`src/lcd_video_pkg.sv`:
```
// shared constants, contrast table, screen colours and bus structs for the LCD video path
// imported by every module of the display pipeline

package lcd_video_pkg;

    ////////////////////////////////////////////////////////////
    // LCD and frame buffer geometry
    localparam int LCD_XSIZE = 96;
    localparam int LCD_YSIZE = 64;
    localparam int LCD_PAGES = 8;      // 8-pixel column bytes per x
    localparam int FB_DEPTH  = 768;
    localparam int NUM_BANKS = 4;

    ////////////////////////////////////////////////////////////
    // raster, 1x image centred
    localparam int H_TOTAL       = 407;
    localparam int V_TOTAL       = 262;
    localparam int H_START       = 155;
    localparam int V_START       = 99;
    localparam int HS_START      = 383;
    localparam int HS_WIDTH      = 24;
    localparam int VS_FIRST_LINE = 1;
    localparam int VS_LAST_LINE  = 3;
    localparam int PIX_DIV       = 5;  // clk_sys cycles per pixel

    typedef logic [1:0] bank_idx_t;
    typedef logic [5:0] contrast_t;
    typedef logic [9:0] fb_addr_t;

    typedef struct packed {
        fb_addr_t   addr;
        logic [7:0] data;
        contrast_t  contrast;
    } fb_write_t;

    typedef struct packed {
        logic [7:0] data;
        contrast_t  contrast;
    } bank_read_t;

    typedef struct packed {
        logic       active;
        logic [6:0] x;
        logic [5:0] y;
    } pix_pos_t;

    typedef struct packed {
        logic hs;
        logic vs;
        logic hblank;
        logic vblank;
    } sync_t;

    typedef struct packed {
        logic [7:0] r;
        logic [7:0] g;
        logic [7:0] b;
    } rgb_t;

    typedef struct packed {
        rgb_t  rgb;
        sync_t sync;
        logic  de;
    } video_out_t;

    localparam sync_t SYNC_IDLE = '{hs: 1'b0, vs: 1'b0, hblank: 1'b1, vblank: 1'b1};

    localparam rgb_t OFF_COLOR = '{r: 8'hB7, g: 8'hCA, b: 8'hB7};  // clear pixel
    localparam rgb_t ON_COLOR  = '{r: 8'h04, g: 8'h16, b: 8'h04};  // fully dark

    // light / dark shade per contrast code, index is {contrast, pixel}
    localparam logic [7:0] CONTRAST_MAP [128] = '{
          8'd0,   8'd4,    8'd0,   8'd4,    8'd0,   8'd4,    8'd0,   8'd4,   // 00-03
          8'd0,   8'd6,    8'd0,  8'd11,    8'd0,  8'd17,    8'd0,  8'd24,   // 04-07
          8'd0,  8'd31,    8'd0,  8'd40,    8'd0,  8'd48,    8'd0,  8'd57,   // 08-0b
          8'd0,  8'd67,    8'd0,  8'd77,    8'd0,  8'd88,    8'd0,  8'd99,   // 0c-0f
          8'd0, 8'd110,    8'd0, 8'd122,    8'd0, 8'd133,    8'd0, 8'd146,   // 10-13
          8'd0, 8'd158,    8'd0, 8'd171,    8'd0, 8'd184,    8'd0, 8'd198,   // 14-17
          8'd0, 8'd212,    8'd0, 8'd226,    8'd0, 8'd240,    8'd0, 8'd255,   // 18-1b
          8'd2, 8'd255,    8'd5, 8'd255,   8'd10, 8'd255,   8'd15, 8'd255,   // 1c-1f
         8'd21, 8'd255,   8'd27, 8'd255,   8'd34, 8'd255,   8'd41, 8'd255,   // 20-23
         8'd48, 8'd255,   8'd56, 8'd255,   8'd64, 8'd255,   8'd73, 8'd255,   // 24-27
         8'd81, 8'd255,   8'd90, 8'd255,  8'd100, 8'd255,  8'd109, 8'd255,   // 28-2b
        8'd119, 8'd255,  8'd129, 8'd255,  8'd139, 8'd255,  8'd149, 8'd255,   // 2c-2f
        8'd160, 8'd255,  8'd171, 8'd255,  8'd182, 8'd255,  8'd193, 8'd255,   // 30-33
        8'd204, 8'd255,  8'd216, 8'd255,  8'd228, 8'd255,  8'd240, 8'd255,   // 34-37
        8'd240, 8'd255,  8'd240, 8'd255,  8'd240, 8'd255,  8'd240, 8'd255,   // 38-3b
        8'd240, 8'd255,  8'd240, 8'd255,  8'd240, 8'd255,  8'd240, 8'd255    // 3c-3f
    };

    // bank address of a column byte, page major
    function automatic fb_addr_t fb_addr(input logic [2:0] page, input logic [6:0] x);
        return fb_addr_t'(page) * fb_addr_t'(LCD_XSIZE) + fb_addr_t'(x);
    endfunction

endpackage

```
`src/lcd_shade_blend.sv`:
```
// looks up each bank's pixel, maps it through the contrast table to a shade
// and either selects the newest frame or averages all four

`timescale 1ns/1ps

module lcd_shade_blend import lcd_video_pkg::*;
(
    input  logic       clk_sys,
    input  logic       reset,
    input  pix_pos_t   pos,
    input  sync_t      sync,
    input  logic       blend_mode,
    input  bank_idx_t  read_bank,
    input  bank_read_t bank_rd [NUM_BANKS],
    output fb_addr_t   rd_addr,
    output logic [7:0] shade,
    output pix_pos_t   pos_d,
    output sync_t      sync_d
);

    pix_pos_t   pos_q;                    // lines up with bank data
    sync_t      sync_q;
    logic [7:0] bank_shade [NUM_BANKS];
    logic [9:0] shade_sum;

    // clear bit takes the light entry, set bit the dark one
    function automatic logic [7:0] map_bit(input logic px, input contrast_t contrast);
        return CONTRAST_MAP[{contrast, px}];
    endfunction

    assign rd_addr = fb_addr(pos.y[5:3], pos.x);

    always_comb
    begin
        shade_sum = '0;
        for (int i = 0; i < NUM_BANKS; i++)
        begin
            bank_shade[i] = map_bit(bank_rd[i].data[pos_q.y[2:0]], bank_rd[i].contrast);
            shade_sum     = shade_sum + 10'(bank_shade[i]);
        end
    end

    ////////////////////////////////////////////////////////////
    // position and sync follow the 2 cycle shade path
    always_ff @(posedge clk_sys)
    begin
        if (reset)
        begin
            pos_q  <= '0;
            sync_q <= SYNC_IDLE;
            pos_d  <= '0;
            sync_d <= SYNC_IDLE;
        end
        else
        begin
            pos_q  <= pos;
            sync_q <= sync;
            pos_d  <= pos_q;
            sync_d <= sync_q;
        end
    end

    always_ff @(posedge clk_sys)
    begin
        if (blend_mode)
            shade <= 8'(shade_sum / NUM_BANKS);   // fraction dropped
        else
            shade <= bank_shade[read_bank];
    end

endmodule

```
`config.mk`:
```
export PLATFORM = sky130hd
export DESIGN_NAME = lcd_shade_blend
export DESIGN_NICKNAME = d
export VERILOG_FILES = /design/src/lcd_video_pkg.sv /design/src/lcd_shade_blend.sv
export SDC_FILE = /design/constraint.sdc
export NUM_CORES = 1
export LEC_CHECK = 0
export BUFFER_PORTS_ARGS = -buffer_cell sky130_fd_sc_hd__clkbuf_2
export CORE_MARGIN = 4
export CORE_UTILIZATION = 35
export CTS_BUF_LIST = sky130_fd_sc_hd__clkbuf_8
export CTS_CLUSTER_DIAMETER = 50
export CTS_CLUSTER_SIZE = 16
export DETAILED_ROUTE_END_ITERATION = 16
export SLEW_MARGIN = 20
export SYNTH_ARGS = -nofsm -noshare
export SYNTH_HDL_FRONTEND = slang
export SYNTH_SLANG_ARGS = --single-unit
```
`constraint.sdc`:
```
create_clock -name clk_sys -period 13.9 [get_ports clk_sys]
set_clock_uncertainty 0.1 [all_clocks]
set_input_delay 0 -clock clk_sys [delete_from_list [all_inputs] [get_ports clk_sys]]
set_output_delay 0 -clock clk_sys [all_outputs]
set_load 0.02 [all_outputs]
```
; Word-level counts from Yosys, hierarchy flattened
; Memories as Yosys holds them, arrays and structs flattened.
; Cells that the tools add are included.
[word_totals]
register_bits = 44
mem_bits_ro = 4096
in_bits = 79
output_inout_bits = 36
elab_cells = 55
memories = 4
[memory_table]
columns = name, depth, width, read_ports, rd_ports_with_merged_regs, wr, line_no
row1 = (no name shown), 128, 8, 1, 0, 0, lcd_shade_blend.sv:28  ; return CONTRAST_MAP[{contrast, px}];
row2 = (no name shown), 128, 8, 1, 0, 0, lcd_shade_blend.sv:28
row3 = (no name shown), 128, 8, 1, 0, 0, lcd_shade_blend.sv:28
row4 = (no name shown), 128, 8, 1, 0, 0, lcd_shade_blend.sv:28
[op_classes]
add_sub_neg = 4
mul = 1
n_lt_le_gt_ge = 6
muxes = 20
bitwise_logic = 5
[ops]
columns = op, n
row1 = $mux 8, 11
row2 = $ge 8x8->1 const B, 4
row3 = $not 7->8, 4
row4 = $bmux 8 s2, 1
row5 = $bmux 1 s3, 4
row6 = $add 10x7->10, 1
row7 = $add 10x8->10, 1
row8 = $add 9x8->10, 1
row9 = $add 8x8->9, 1
row10 = $mul 3x2->5 const B, 1
row11 = $lt 3x4->1 const B, 1
row12 = $mux 1, 4
row13 = $ge 3x3->1 const B, 1
row14 = $not 2->3, 1

; Logic depth before layout (Yosys ltp)
; Gate-level depths: netlist of run 1.
[logic_depth]
ltp_word = 10
mapped_depth = 20
mapped_depth_nobuf = 17

; Least setup slack after synthesis of run 1
; No wires, ideal clock.
[synth_path]
path_type = register -> register
startpoint = register pos_q[2] (netlist name)
endpoint = register shade[5]
setup_time_ps = 123
t_arrival_ps = 4139
path_slack_ps = 9538
path_stages_with_launch = 20
n_path_buf = 2
cell_sequence = dfxtp_1 buf_6 mux2_1 mux4_2 clkbuf_1 a221oi_1 nand2_1 o31a_1 fa_1 inv_1 fa_1 inv_1 ha_1 nor2b_1 o21ai_1 a21boi_1 o21ai_1 nor3b_1 o21a_1 o22ai_1
[synth_via]
elab_chain_cells = 10
elab_cells_between_ends = 31
classes_between = add/sub: 3 / mux: 20 / bitwise: 4 / memory: 4
[synth_rtl]
columns = element, line_no
row1 = "start, declared", lcd_shade_blend.sv:21  ; pix_pos_t pos_q;
row2 = "start signal, assigned", lcd_shade_blend.sv:56  ; pos_q <= pos;
row3 = $bmux 1 s3, lcd_shade_blend.sv:38  ; bank_shade[i] = map_bit(bank_rd[i].data[pos_q.y[2:0]], bank_rd[i].contrast);
row4 = $mux 1 (implied by the code), lcd_shade_blend.sv:38
row5 = $not 7->8 (implied by the code), lcd_shade_blend.sv:28
row6 = $mem_v2 128x8, --
row7 = $mux 8 (implied by the code) (2 in a row), lcd_shade_blend.sv:28
row8 = $add 8x8->9 / $bmux 8 s2 (equally long branches), "lcd_shade_blend.sv:39, lcd_shade_blend.sv:68"
row9 = $add 9x8->10 / $mux 8 (equally long branches), "lcd_shade_blend.sv:39, lcd_shade_blend.sv:68"
row10 = $add 10x8->10 / $mux 8 (equally long branches), "lcd_shade_blend.sv:39, lcd_shade_blend.sv:68"
row11 = $mux 8 *, lcd_shade_blend.sv:65  ; if (blend_mode)
row12 = "end signal, assigned", lcd_shade_blend.sv:66  ; shade <= 8'(shade_sum / NUM_BANKS);
row13 = "end signal, assigned", lcd_shade_blend.sv:68  ; shade <= bank_shade[read_bank];
row14 = "end, declared", lcd_shade_blend.sv:16  ; output logic [7:0] shade,
; Every way passes the cells marked *; elsewhere a longest branch is shown, timed or not. The select of a mux whose other input is x is not followed.
; A chain may end at the register's enable or synchronous reset.

; Worst setup path in the final report of run 1
[layout_path]
startpoint = register pos_q[2] (netlist name)
endpoint = register shade[7]
; Same word-level chain as after synthesis.

==> results.txt, run 1 <==
----------------------------------------------------
[Timing]
  Final hold violation count ... 0
  Setup repair after global routing missed its margin ... false
  Relative slew slack ... a little over two fifths
  Period utilization ... a little under two fifths
  Post-route worst setup slack ... 8.73 ns
  Minimum clock period ... 5.17 ns
  Fmax ... between 150 and 200 MHz
  Actual transition at the worst max-transition pin ... a little under 0.9 ns
  Count of endpoints failing setup in the final report ... 0
  Sum of negative setup slack ... 0 ns
  Max Slew Vio Count ... 0

[Worst setup path]
  Start of the worst register-to-register path ... pos_q[2]
  Worst Setup Path Type ... reg2reg
  List of cells traversed by the critical path ... mux2_1 -> mux4_2 -> or4_1 -> a32o_1 -> fa_1 -> inv_1 -> fa_1 -> inv_1 -> ha_1 -> o21ai_1 -> a21boi_1 -> o21ai_1 -> a21boi_0 -> o21ai_0 -> a31oi_1
  Worst Path Required ... 14.02 ns
  Terminus of the critical flop-to-flop path ... shade[7]
  Maximum fanout along the worst path ... 17
  Kind of end point of the critical path ... flip-flop
  Slowest cell delay on critical path ... roughly 0.89 ns
  Number of cell instances on the worst register-to-register path ... 15
  Internal reg-to-reg setup slack ... between 8 and 9 ns
  Critical path capture point ... shade[7]
  Launching element of the worst setup path ... pos_q[2]
  Data arrival time of the worst path ... ~5.3 ns
  Slowest library cell on the worst path ... dfxtp_1
  Startpoint class of the critical path ... flip-flop

[Logic synthesis]
  Ranking of synthesized cells by area ... dfxtp_1 16%, fa_1 6.5%, nor2b_1 5.2%
  Number of flops mapped to enable cells by yosys ... 0
  Fraction of post-synthesis cell area in the top cell type by area ... between 10% and 20%
  Gate count after technology mapping ... approximately 770
  Commonest cells post-synth ... 66 x clkbuf_1, 57 x a21oi_1, 55 x nand2_1, 50 x nor2_1, 47 x o21ai_0
  Count of different cell masters after synthesis ... 77
  Nets in the synthesized netlist ... around 880
  Area of the mapped netlist ... roughly 5500 µm²
  Area leader, netlist ... dfxtp_1
  Ys Warns ... 0
  Mean area per synthesized cell ... between 7 and 8 µm²
  #FFs+latches synth ... 44
  Share of synthesized flip-flops with an asynchronous set or reset ... 0%
  Top FF cell, synth ... dfxtp_1
  Fraction of the yosys area taken by sequential cells ... between 15 and 20%
  Most frequent cell after synthesis ... clkbuf_1

[Clock network]
  Clock tree sinks ... 44
  H-tree lvl count ... 2
  Clock tree from TritonCTS ... built
  Clock root buffer ... clkbuf_8
  Buffers from clock root to sink, at most ... 2
  Number of buffers created by CTS ... 5
  CTS clock-pin slew for the worst setup and hold paths ... 0.08 ns
  Insertion delay of the later-clocked pin in the worst-skew pair ... between 0.2 and 0.3 ns

[Placement]
  IO Port Bufs ... 114
  Dpl ws ... 8.76 ns
  Post-DP HPWL ... around 12000 µm
  Final weighted congestion in routability-driven placement ... between 0.8 and 0.9

[Die]
  Width of the die ... ~130 µm
  Y dimension of the die ... between 100 and 150 µm
  Number of placed I/O pins ... ~120
  Overall die area ... 17900 µm²
  Core Region ... ~15000 µm²
  Site row count ... 45
  Initial Util ... around 36%

[Worst hold path]
  Class of the tightest hold or removal check ... in2reg

[Routing]
  Total wire length after detailed routing ... 16200 µm
  Remaining routing DRC violations ... 0
  Initial DRC Count ... roughly 370
  Mean number of vias per cell ... around 5.6
  Vias after detailed routing ... ~5900
  Routed wirelength normalized by instance count ... between 15 and 20 µm
  Final ANT Viol Nets ... 0
  DRT Pass-1 Iters ... 5

[GRT]
  Antenna violations before repair ... 0
  Number of global-route vias before repair ... approximately 5200
  Sum of overflow across all layers after global routing ... 0
  Global-route usage over all layers ... between 15 and 20%
  Maximum number of pins on one net before global-route repair ... 37
  First-pass GRT wire length ... 26500 µm

[Cells and area]
  Fraction of layout instances using a drive strength above 1 ... between 15 and 20%
  Fill cells ... ~1700
  Layout Area Growth over Synthesis ... 14.0%
  Net count, final ... 940
  Antenna diode count ... 0
  Final cell utilization of the core ... 41.1%

[Run]
  Max-cap viol count ... 0

[Power]
  Total power per unit cell area ... 97.7 nW/µm²
  Worst vdd rail ir drop ... 0.0000591 V
  Pleak ... between 0.002 and 0.003 µW

[Outcome]
  Status ... completed

----------------------------------------------------
[timing repair]
item / in CTS / in global routing
hold buffers: 19 / 0
hold endpoints to repair: 22 / 0
gates resized for setup: 0 / 0
setup buffers: 0 / 0
[how the worst min path moves through the flow]
stage / depth (start not counted) / startpoint / to
finish: 3 / read_bank[0] / shade[6]
global route: 3 / read_bank[0] / shade[6]
CTS: 3 / read_bank[0] / shade[6]
detailed placement: 2 / sync[1] / sync_q[1]
global placement: 2 / sync[1] / sync_q[1]
floorplan: 1 / reset / pos_d[10]
[flip-flops by register name, indices dropped and copies added, names as in the netlist]
signal	flops
pos_q	14
sync_q	4
pos_d	14
sync_d	4
shade	8
[final cells by class]
type,count,area (µm²),share of cell area [%]
clock buffers,5,68.8,1.09
clock inverters,2,12.5,0.199
repair buffers,133,761,12.1
flip-flops and latches,44,881,14.0
inverters,50,188,2.98
multi-input cells,597,4130,65.5
well taps,211,264,4.19
[critical path, delay by kind of cell, from the launching register on]
family | cells | cell delay [ns]
AO/OA/AOI/OAI | 7 | 1.12
multiplexers | 2 | 1.02
flip-flops | 1 | 0.89
AND/OR/NAND/NOR | 1 | 0.57
buffers and inverters | 2 | 0.09
adder cells (fa/ha/maj) | 3 | 1.32
[power breakdown]
| group | internal (µW) | switching (µW) | total [µW] | leakage, µW |
|---|---|---|---|---|
| sequential | 144 | 10.3 | 154 | 0.000366 |
| combinational | 163 | 222 | 385 | 0.00223 |
| clock | 34.0 | 42.0 | 76.1 | 0.0000400 |
[cell usage in the layout (no fill, tap or decap), drive strengths merged, types with 12 or more instances in the layout]
| cell type | netlist | routed |
|---|---|---|
| a211oi | 14 | 14 |
| a21oi | 57 | 57 |
| a31oi | 17 | 17 |
| clkbuf | 66 | 119 |
| dfxtp | 44 | 44 |
| dlygate4sd3 | 0 | 19 |
| fa | 18 | 18 |
| ha | 12 | 12 |
| inv | 50 | 50 |
| mux2i | 21 | 21 |
| nand2 | 55 | 55 |
| nand2b | 17 | 17 |
| nand3 | 17 | 17 |
| nor2 | 50 | 50 |
| nor2b | 46 | 46 |
| nor3 | 13 | 13 |
| o211ai | 15 | 15 |
| o21ai | 59 | 59 |
| o22ai | 14 | 14 |
[cells by family (layout without fill, tap and decap cells)]
group	count (synthesis)	count (layout)	share of synthesized area [%]
and+or+nand+nor	248	248	23.5
xor gates and xnor gates	17	17	2.69
AOI/OAI and AO/OA	267	267	32.0
DFF	44	44	15.9
adders and majority gates	31	31	9.41
muxes	34	34	7.06
buffers and inverters	131	190	9.44
[stage by stage]
stage               hold slack [ns]  instances  instance area (µm²)  power [µW]
floorplan                   -0.0284        772                 5530         443
global placement             0.0836       1016                 6030         530
detailed placement           0.0890       1016                 6030         533
CTS                          0.0192       1042                 6300         615
global route                 0.0389       1042                 6300         674
finish                       0.0407       1042                 6300         616
[routing by layer]
layer  vias up  share of wire (%)  GRT usage [%]
li1       2907                  -              -
met1      2720                 46           25.4
met2       228                 46           27.3
met3        21                7.2           3.06
met4         0                1.3           3.09
met5         -                  0              0
No activity file was read; power rests on OpenSTA's default activity.
==> run 2, diff against run 1 <==
==> constraint.sdc (replaced) <==
create_clock -name clk_sys -period 5.2 [get_ports clk_sys]
set_clock_uncertainty 0.1 [all_clocks]
set_input_delay 0 -clock clk_sys [delete_from_list [all_inputs] [get_ports clk_sys]]
set_output_delay 0 -clock clk_sys [all_outputs]
set_load 0.02 [all_outputs]
==> run 2 against run 1 <==
Effect of this change: first-iteration DRC count shrank 13%; sequential power grew to 2.7 times the previous value; flip-flop and latch count is the same; power grew to 2.8 times the previous value; fmax grew 7.6%; via count shrank 1.1%; critical path depth is the same; hold slack lost 0.0069 ns; final area grew 0.87%; clock-buffer cell count grew 1; final cell count grew 0.29%; combinational power grew to 2.6 times the previous value; critical endpoint unchanged; highest routed layer unchanged.
==> results.txt, run 2 (synthesis results as in run 1) <==
----------------------------------------------------
[Clock network]
  H-tree lvl count ... 2 (unchanged)
  Clock root buffer ... clkbuf_8
  Buffers from clock root to sink, at most ... 2 (unchanged)
  Clock tree sinks ... 44 (unchanged)
  Number of buffers created by CTS ... 5 (unchanged)
  CTS clock-pin slew for the worst setup and hold paths ... 0.09 ns (about the same)
  Clock tree from TritonCTS ... built
  Insertion delay of the later-clocked pin in the worst-skew pair ... 0.29 ns (about the same)
  Postcts setup bufs ... 0 (unchanged)
  Hold-fix buffer count after cts ... 19 (unchanged)
  Total of cells resized after clock tree synthesis ... 0 (unchanged)

[Cells and area]
  Largest registers in the final layout ... pos_d: 14 flops, pos_q: 14 flops, shade: 8 flops
  Layout Area Growth over Synthesis ... 15.0%
  Number of non-filler instances in the completed layout ... 1045 (+0.29%)
  Highest-count cells in the layout ignoring fill and taps ... 114 x clkbuf_2, 57 x a21oi_1, 55 x nand2_1, 50 x nor2_1, 47 x o21ai_0
  Antenna diode count ... 0 (unchanged)
  Fraction of layout instances using a drive strength above 1 ... 17.1% (+0.30 points)
  Net count, final ... 942 (+0.21%)
  Fill cells ... 1640 (-0.97%)
  Most common cell after layout, fill and taps aside ... clkbuf_2

[Power]
  Sw frac ... 43.1% (-1.5 points)
  Worst vdd rail ir drop ... 0.000166 V (+180%)
  Final total power ... 1710 µW (+180%)
  Clock network fraction of design power ... 16.2% (+3.8 points)
  Relative contribution of sequential cells to total power ... 24.1% (-0.9 points)
  Net switching power figure ... 738 µW (+170%)
  Internal power ... 975 µW (+190%)
  Part of the total power dissipated in combinational logic ... 59.7% (-2.9 points)
  Pleak ... 0.00267 µW (+1.2%)
  Total power per unit cell area ... 269 nW/µm² (+180%)

[Timing]
  Post-route worst setup slack ... 0.394 ns (-8.33 ns)
  Setup repair after global routing missed its margin ... false
  Actual transition at the worst max-transition pin ... 0.670 ns (-0.198 ns)
  Sum of negative setup slack ... 0 ns (unchanged)
  Worst hold slack across all endpoints ... 0.0337 ns (-0.00691 ns)
  Fmax ... 208 MHz (+7.6%)
  Count of endpoints failing setup in the final report ... 0 (unchanged)
  Period utilization ... 92.4% (+55 points)
  Final hold violation count ... 0 (unchanged)
  Max Slew Vio Count ... 0 (unchanged)
  Minimum clock period ... 4.81 ns (-0.368 ns)
  Relative slew slack ... 55.3% (+13 points)

[Die]
  Initial Util ... 36.1% (unchanged)
  Site row count ... 45 (unchanged)
  Overall die area ... 17900 µm² (unchanged)
  Number of placed I/O pins ... 115 (unchanged)
  Width of the die ... 134 µm (unchanged)
  Y dimension of the die ... 134 µm (unchanged)
  Core Region ... 15300 µm² (unchanged)

[Worst setup path]
  Number of cell instances on the worst register-to-register path ... 15 (unchanged)
  Worst Setup Path Type ... reg2reg
  Start of the worst register-to-register path ... pos_q[2]
  Slowest library cell on the worst path ... mux4_2
  Cell family with most CP delay ... adder cells
  Slowest cell delay on critical path ... 0.62 ns (-0.27 ns)
  Maximum fanout along the worst path ... 12 (-5)
  Startpoint class of the critical path ... flip-flop
  Worst Path Required ... 5.33 ns (-8.69 ns)
  Data arrival time of the worst path ... 4.93 ns (-0.37 ns)
  Launching element of the worst setup path ... pos_q[2]
  List of cells traversed by the critical path ... mux2_1 -> mux4_2 -> or4_1 -> a32o_1 -> fa_1 -> inv_1 -> fa_1 -> inv_1 -> ha_1 -> o21ai_1 -> a21boi_1 -> o21ai_1 -> a21boi_0 -> o21ai_0 -> a31oi_1
  Buf/Inv on CP ... 2 (unchanged)
  Internal reg-to-reg setup slack ... 0.39 ns (-8.33 ns)
  Terminus of the critical flop-to-flop path ... shade[7]
  Kind of end point of the critical path ... flip-flop

[Placement]
  Dpl ws ... 0.401 ns (-8.36 ns)
  Post-DP HPWL ... 11900 µm (+0.60%)
  Count of placed standard cells including taps ... 1018 (+0.20%)
  IO Port Bufs ... 114 (unchanged)
  Final weighted congestion in routability-driven placement ... 0.851 (-2.9%)

[Worst hold path]
  Sink of the worst hold path ... shade[6]
  Class of the tightest hold or removal check ... in2reg
  Critical hold path startpoint ... read_bank[0]
  Number of cells on the worst hold path ... 3 (unchanged)

[Routing]
  Mean number of vias per cell ... 5.56 (-1.4%)
  Remaining routing DRC violations ... 0 (unchanged)
  Final ANT Viol Nets ... 0 (unchanged)
  Routed wirelength normalized by instance count ... 15.5 µm (-0.24%)
  Vias after detailed routing ... 5810 (-1.1%)
  Initial DRC Count ... 321 (-13%)
  DRT Pass-1 Iters ... 5 (unchanged)
  Total wire length after detailed routing ... 16200 µm (about the same)

[Run]
  Max-cap viol count ... 0 (unchanged)

[GRT]
  Global-route usage over all layers ... 17.7% (+0.27 points)
  Antenna violations before repair ... 0 (unchanged)
  Sum of overflow across all layers after global routing ... 0 (unchanged)
  Maximum number of pins on one net before global-route repair ... 37 (unchanged)
  Number of global-route vias before repair ... 5405 (+3.8%)
  First-pass GRT wire length ... 26900 µm (+1.4%)

[Outcome]
  Status ... completed

----------------------------------------------------
[run 2: cell count changes in the layout (fill, tap and decap cells not counted), sizes merged]
cell / before / now
buf: 0 / 2
bufinv: 0 / 1
clkbuf: 119 / 120
clkinvlp: 1 / 0
[run 2: cell type report]
type / count / area (µm²) / area share (%)
clock inverters: 2 / 38.8 / 0.610
repair buffers: 135 / 776 / 12.2
multi-input cells: 597 / 4130 / 64.9
inverters: 50 / 188 / 2.95
flip-flops and latches: 44 / 881 / 13.9
well taps: 211 / 264 / 4.15
clock buffers: 6 / 82.6 / 1.30
[run 2: per-layer routing]
layer	vias to the layer above	track usage (%)	part of all wire, %
met5	-	0	0
met4	0	2.23	0.87
met3	14	3.74	7.2
met2	215	28.9	46
met1	2672	24.9	46
li1	2909	-	-
[run 2: tightest hold or removal path, cell delays in order]
cell	delay, ns
clkbuf_2	0.18
a21o_1	0.12
a31oi_1	0.08
[run 2: how the worst max path moves through the flow]
stage,cells past startpoint,endpoint
after floorplan,19,shade[5]
after global placement,15,shade[5]
after detailed placement,15,shade[7]
after CTS,15,shade[7]
after global routing,15,shade[5]
final,15,shade[7]
[run 2: power groups by stage]
stage	Sequential [µW]	Clock (µW)	Combinational, µW
global route	415	296	1170
global placement	419	0	1000
finish	412	277	1020
CTS	412	286	1020
detailed placement	419	0	1000
floorplan	450	0	735
[run 2: metrics by stage]
step | instance area [µm²] | util, %
final | 6360 | 41.5
after global placement | 6040 | 39.5
after CTS | 6360 | 41.5
after floorplan | 5530 | -
after global routing | 6360 | 41.5
after detailed placement | 6040 | 39.5
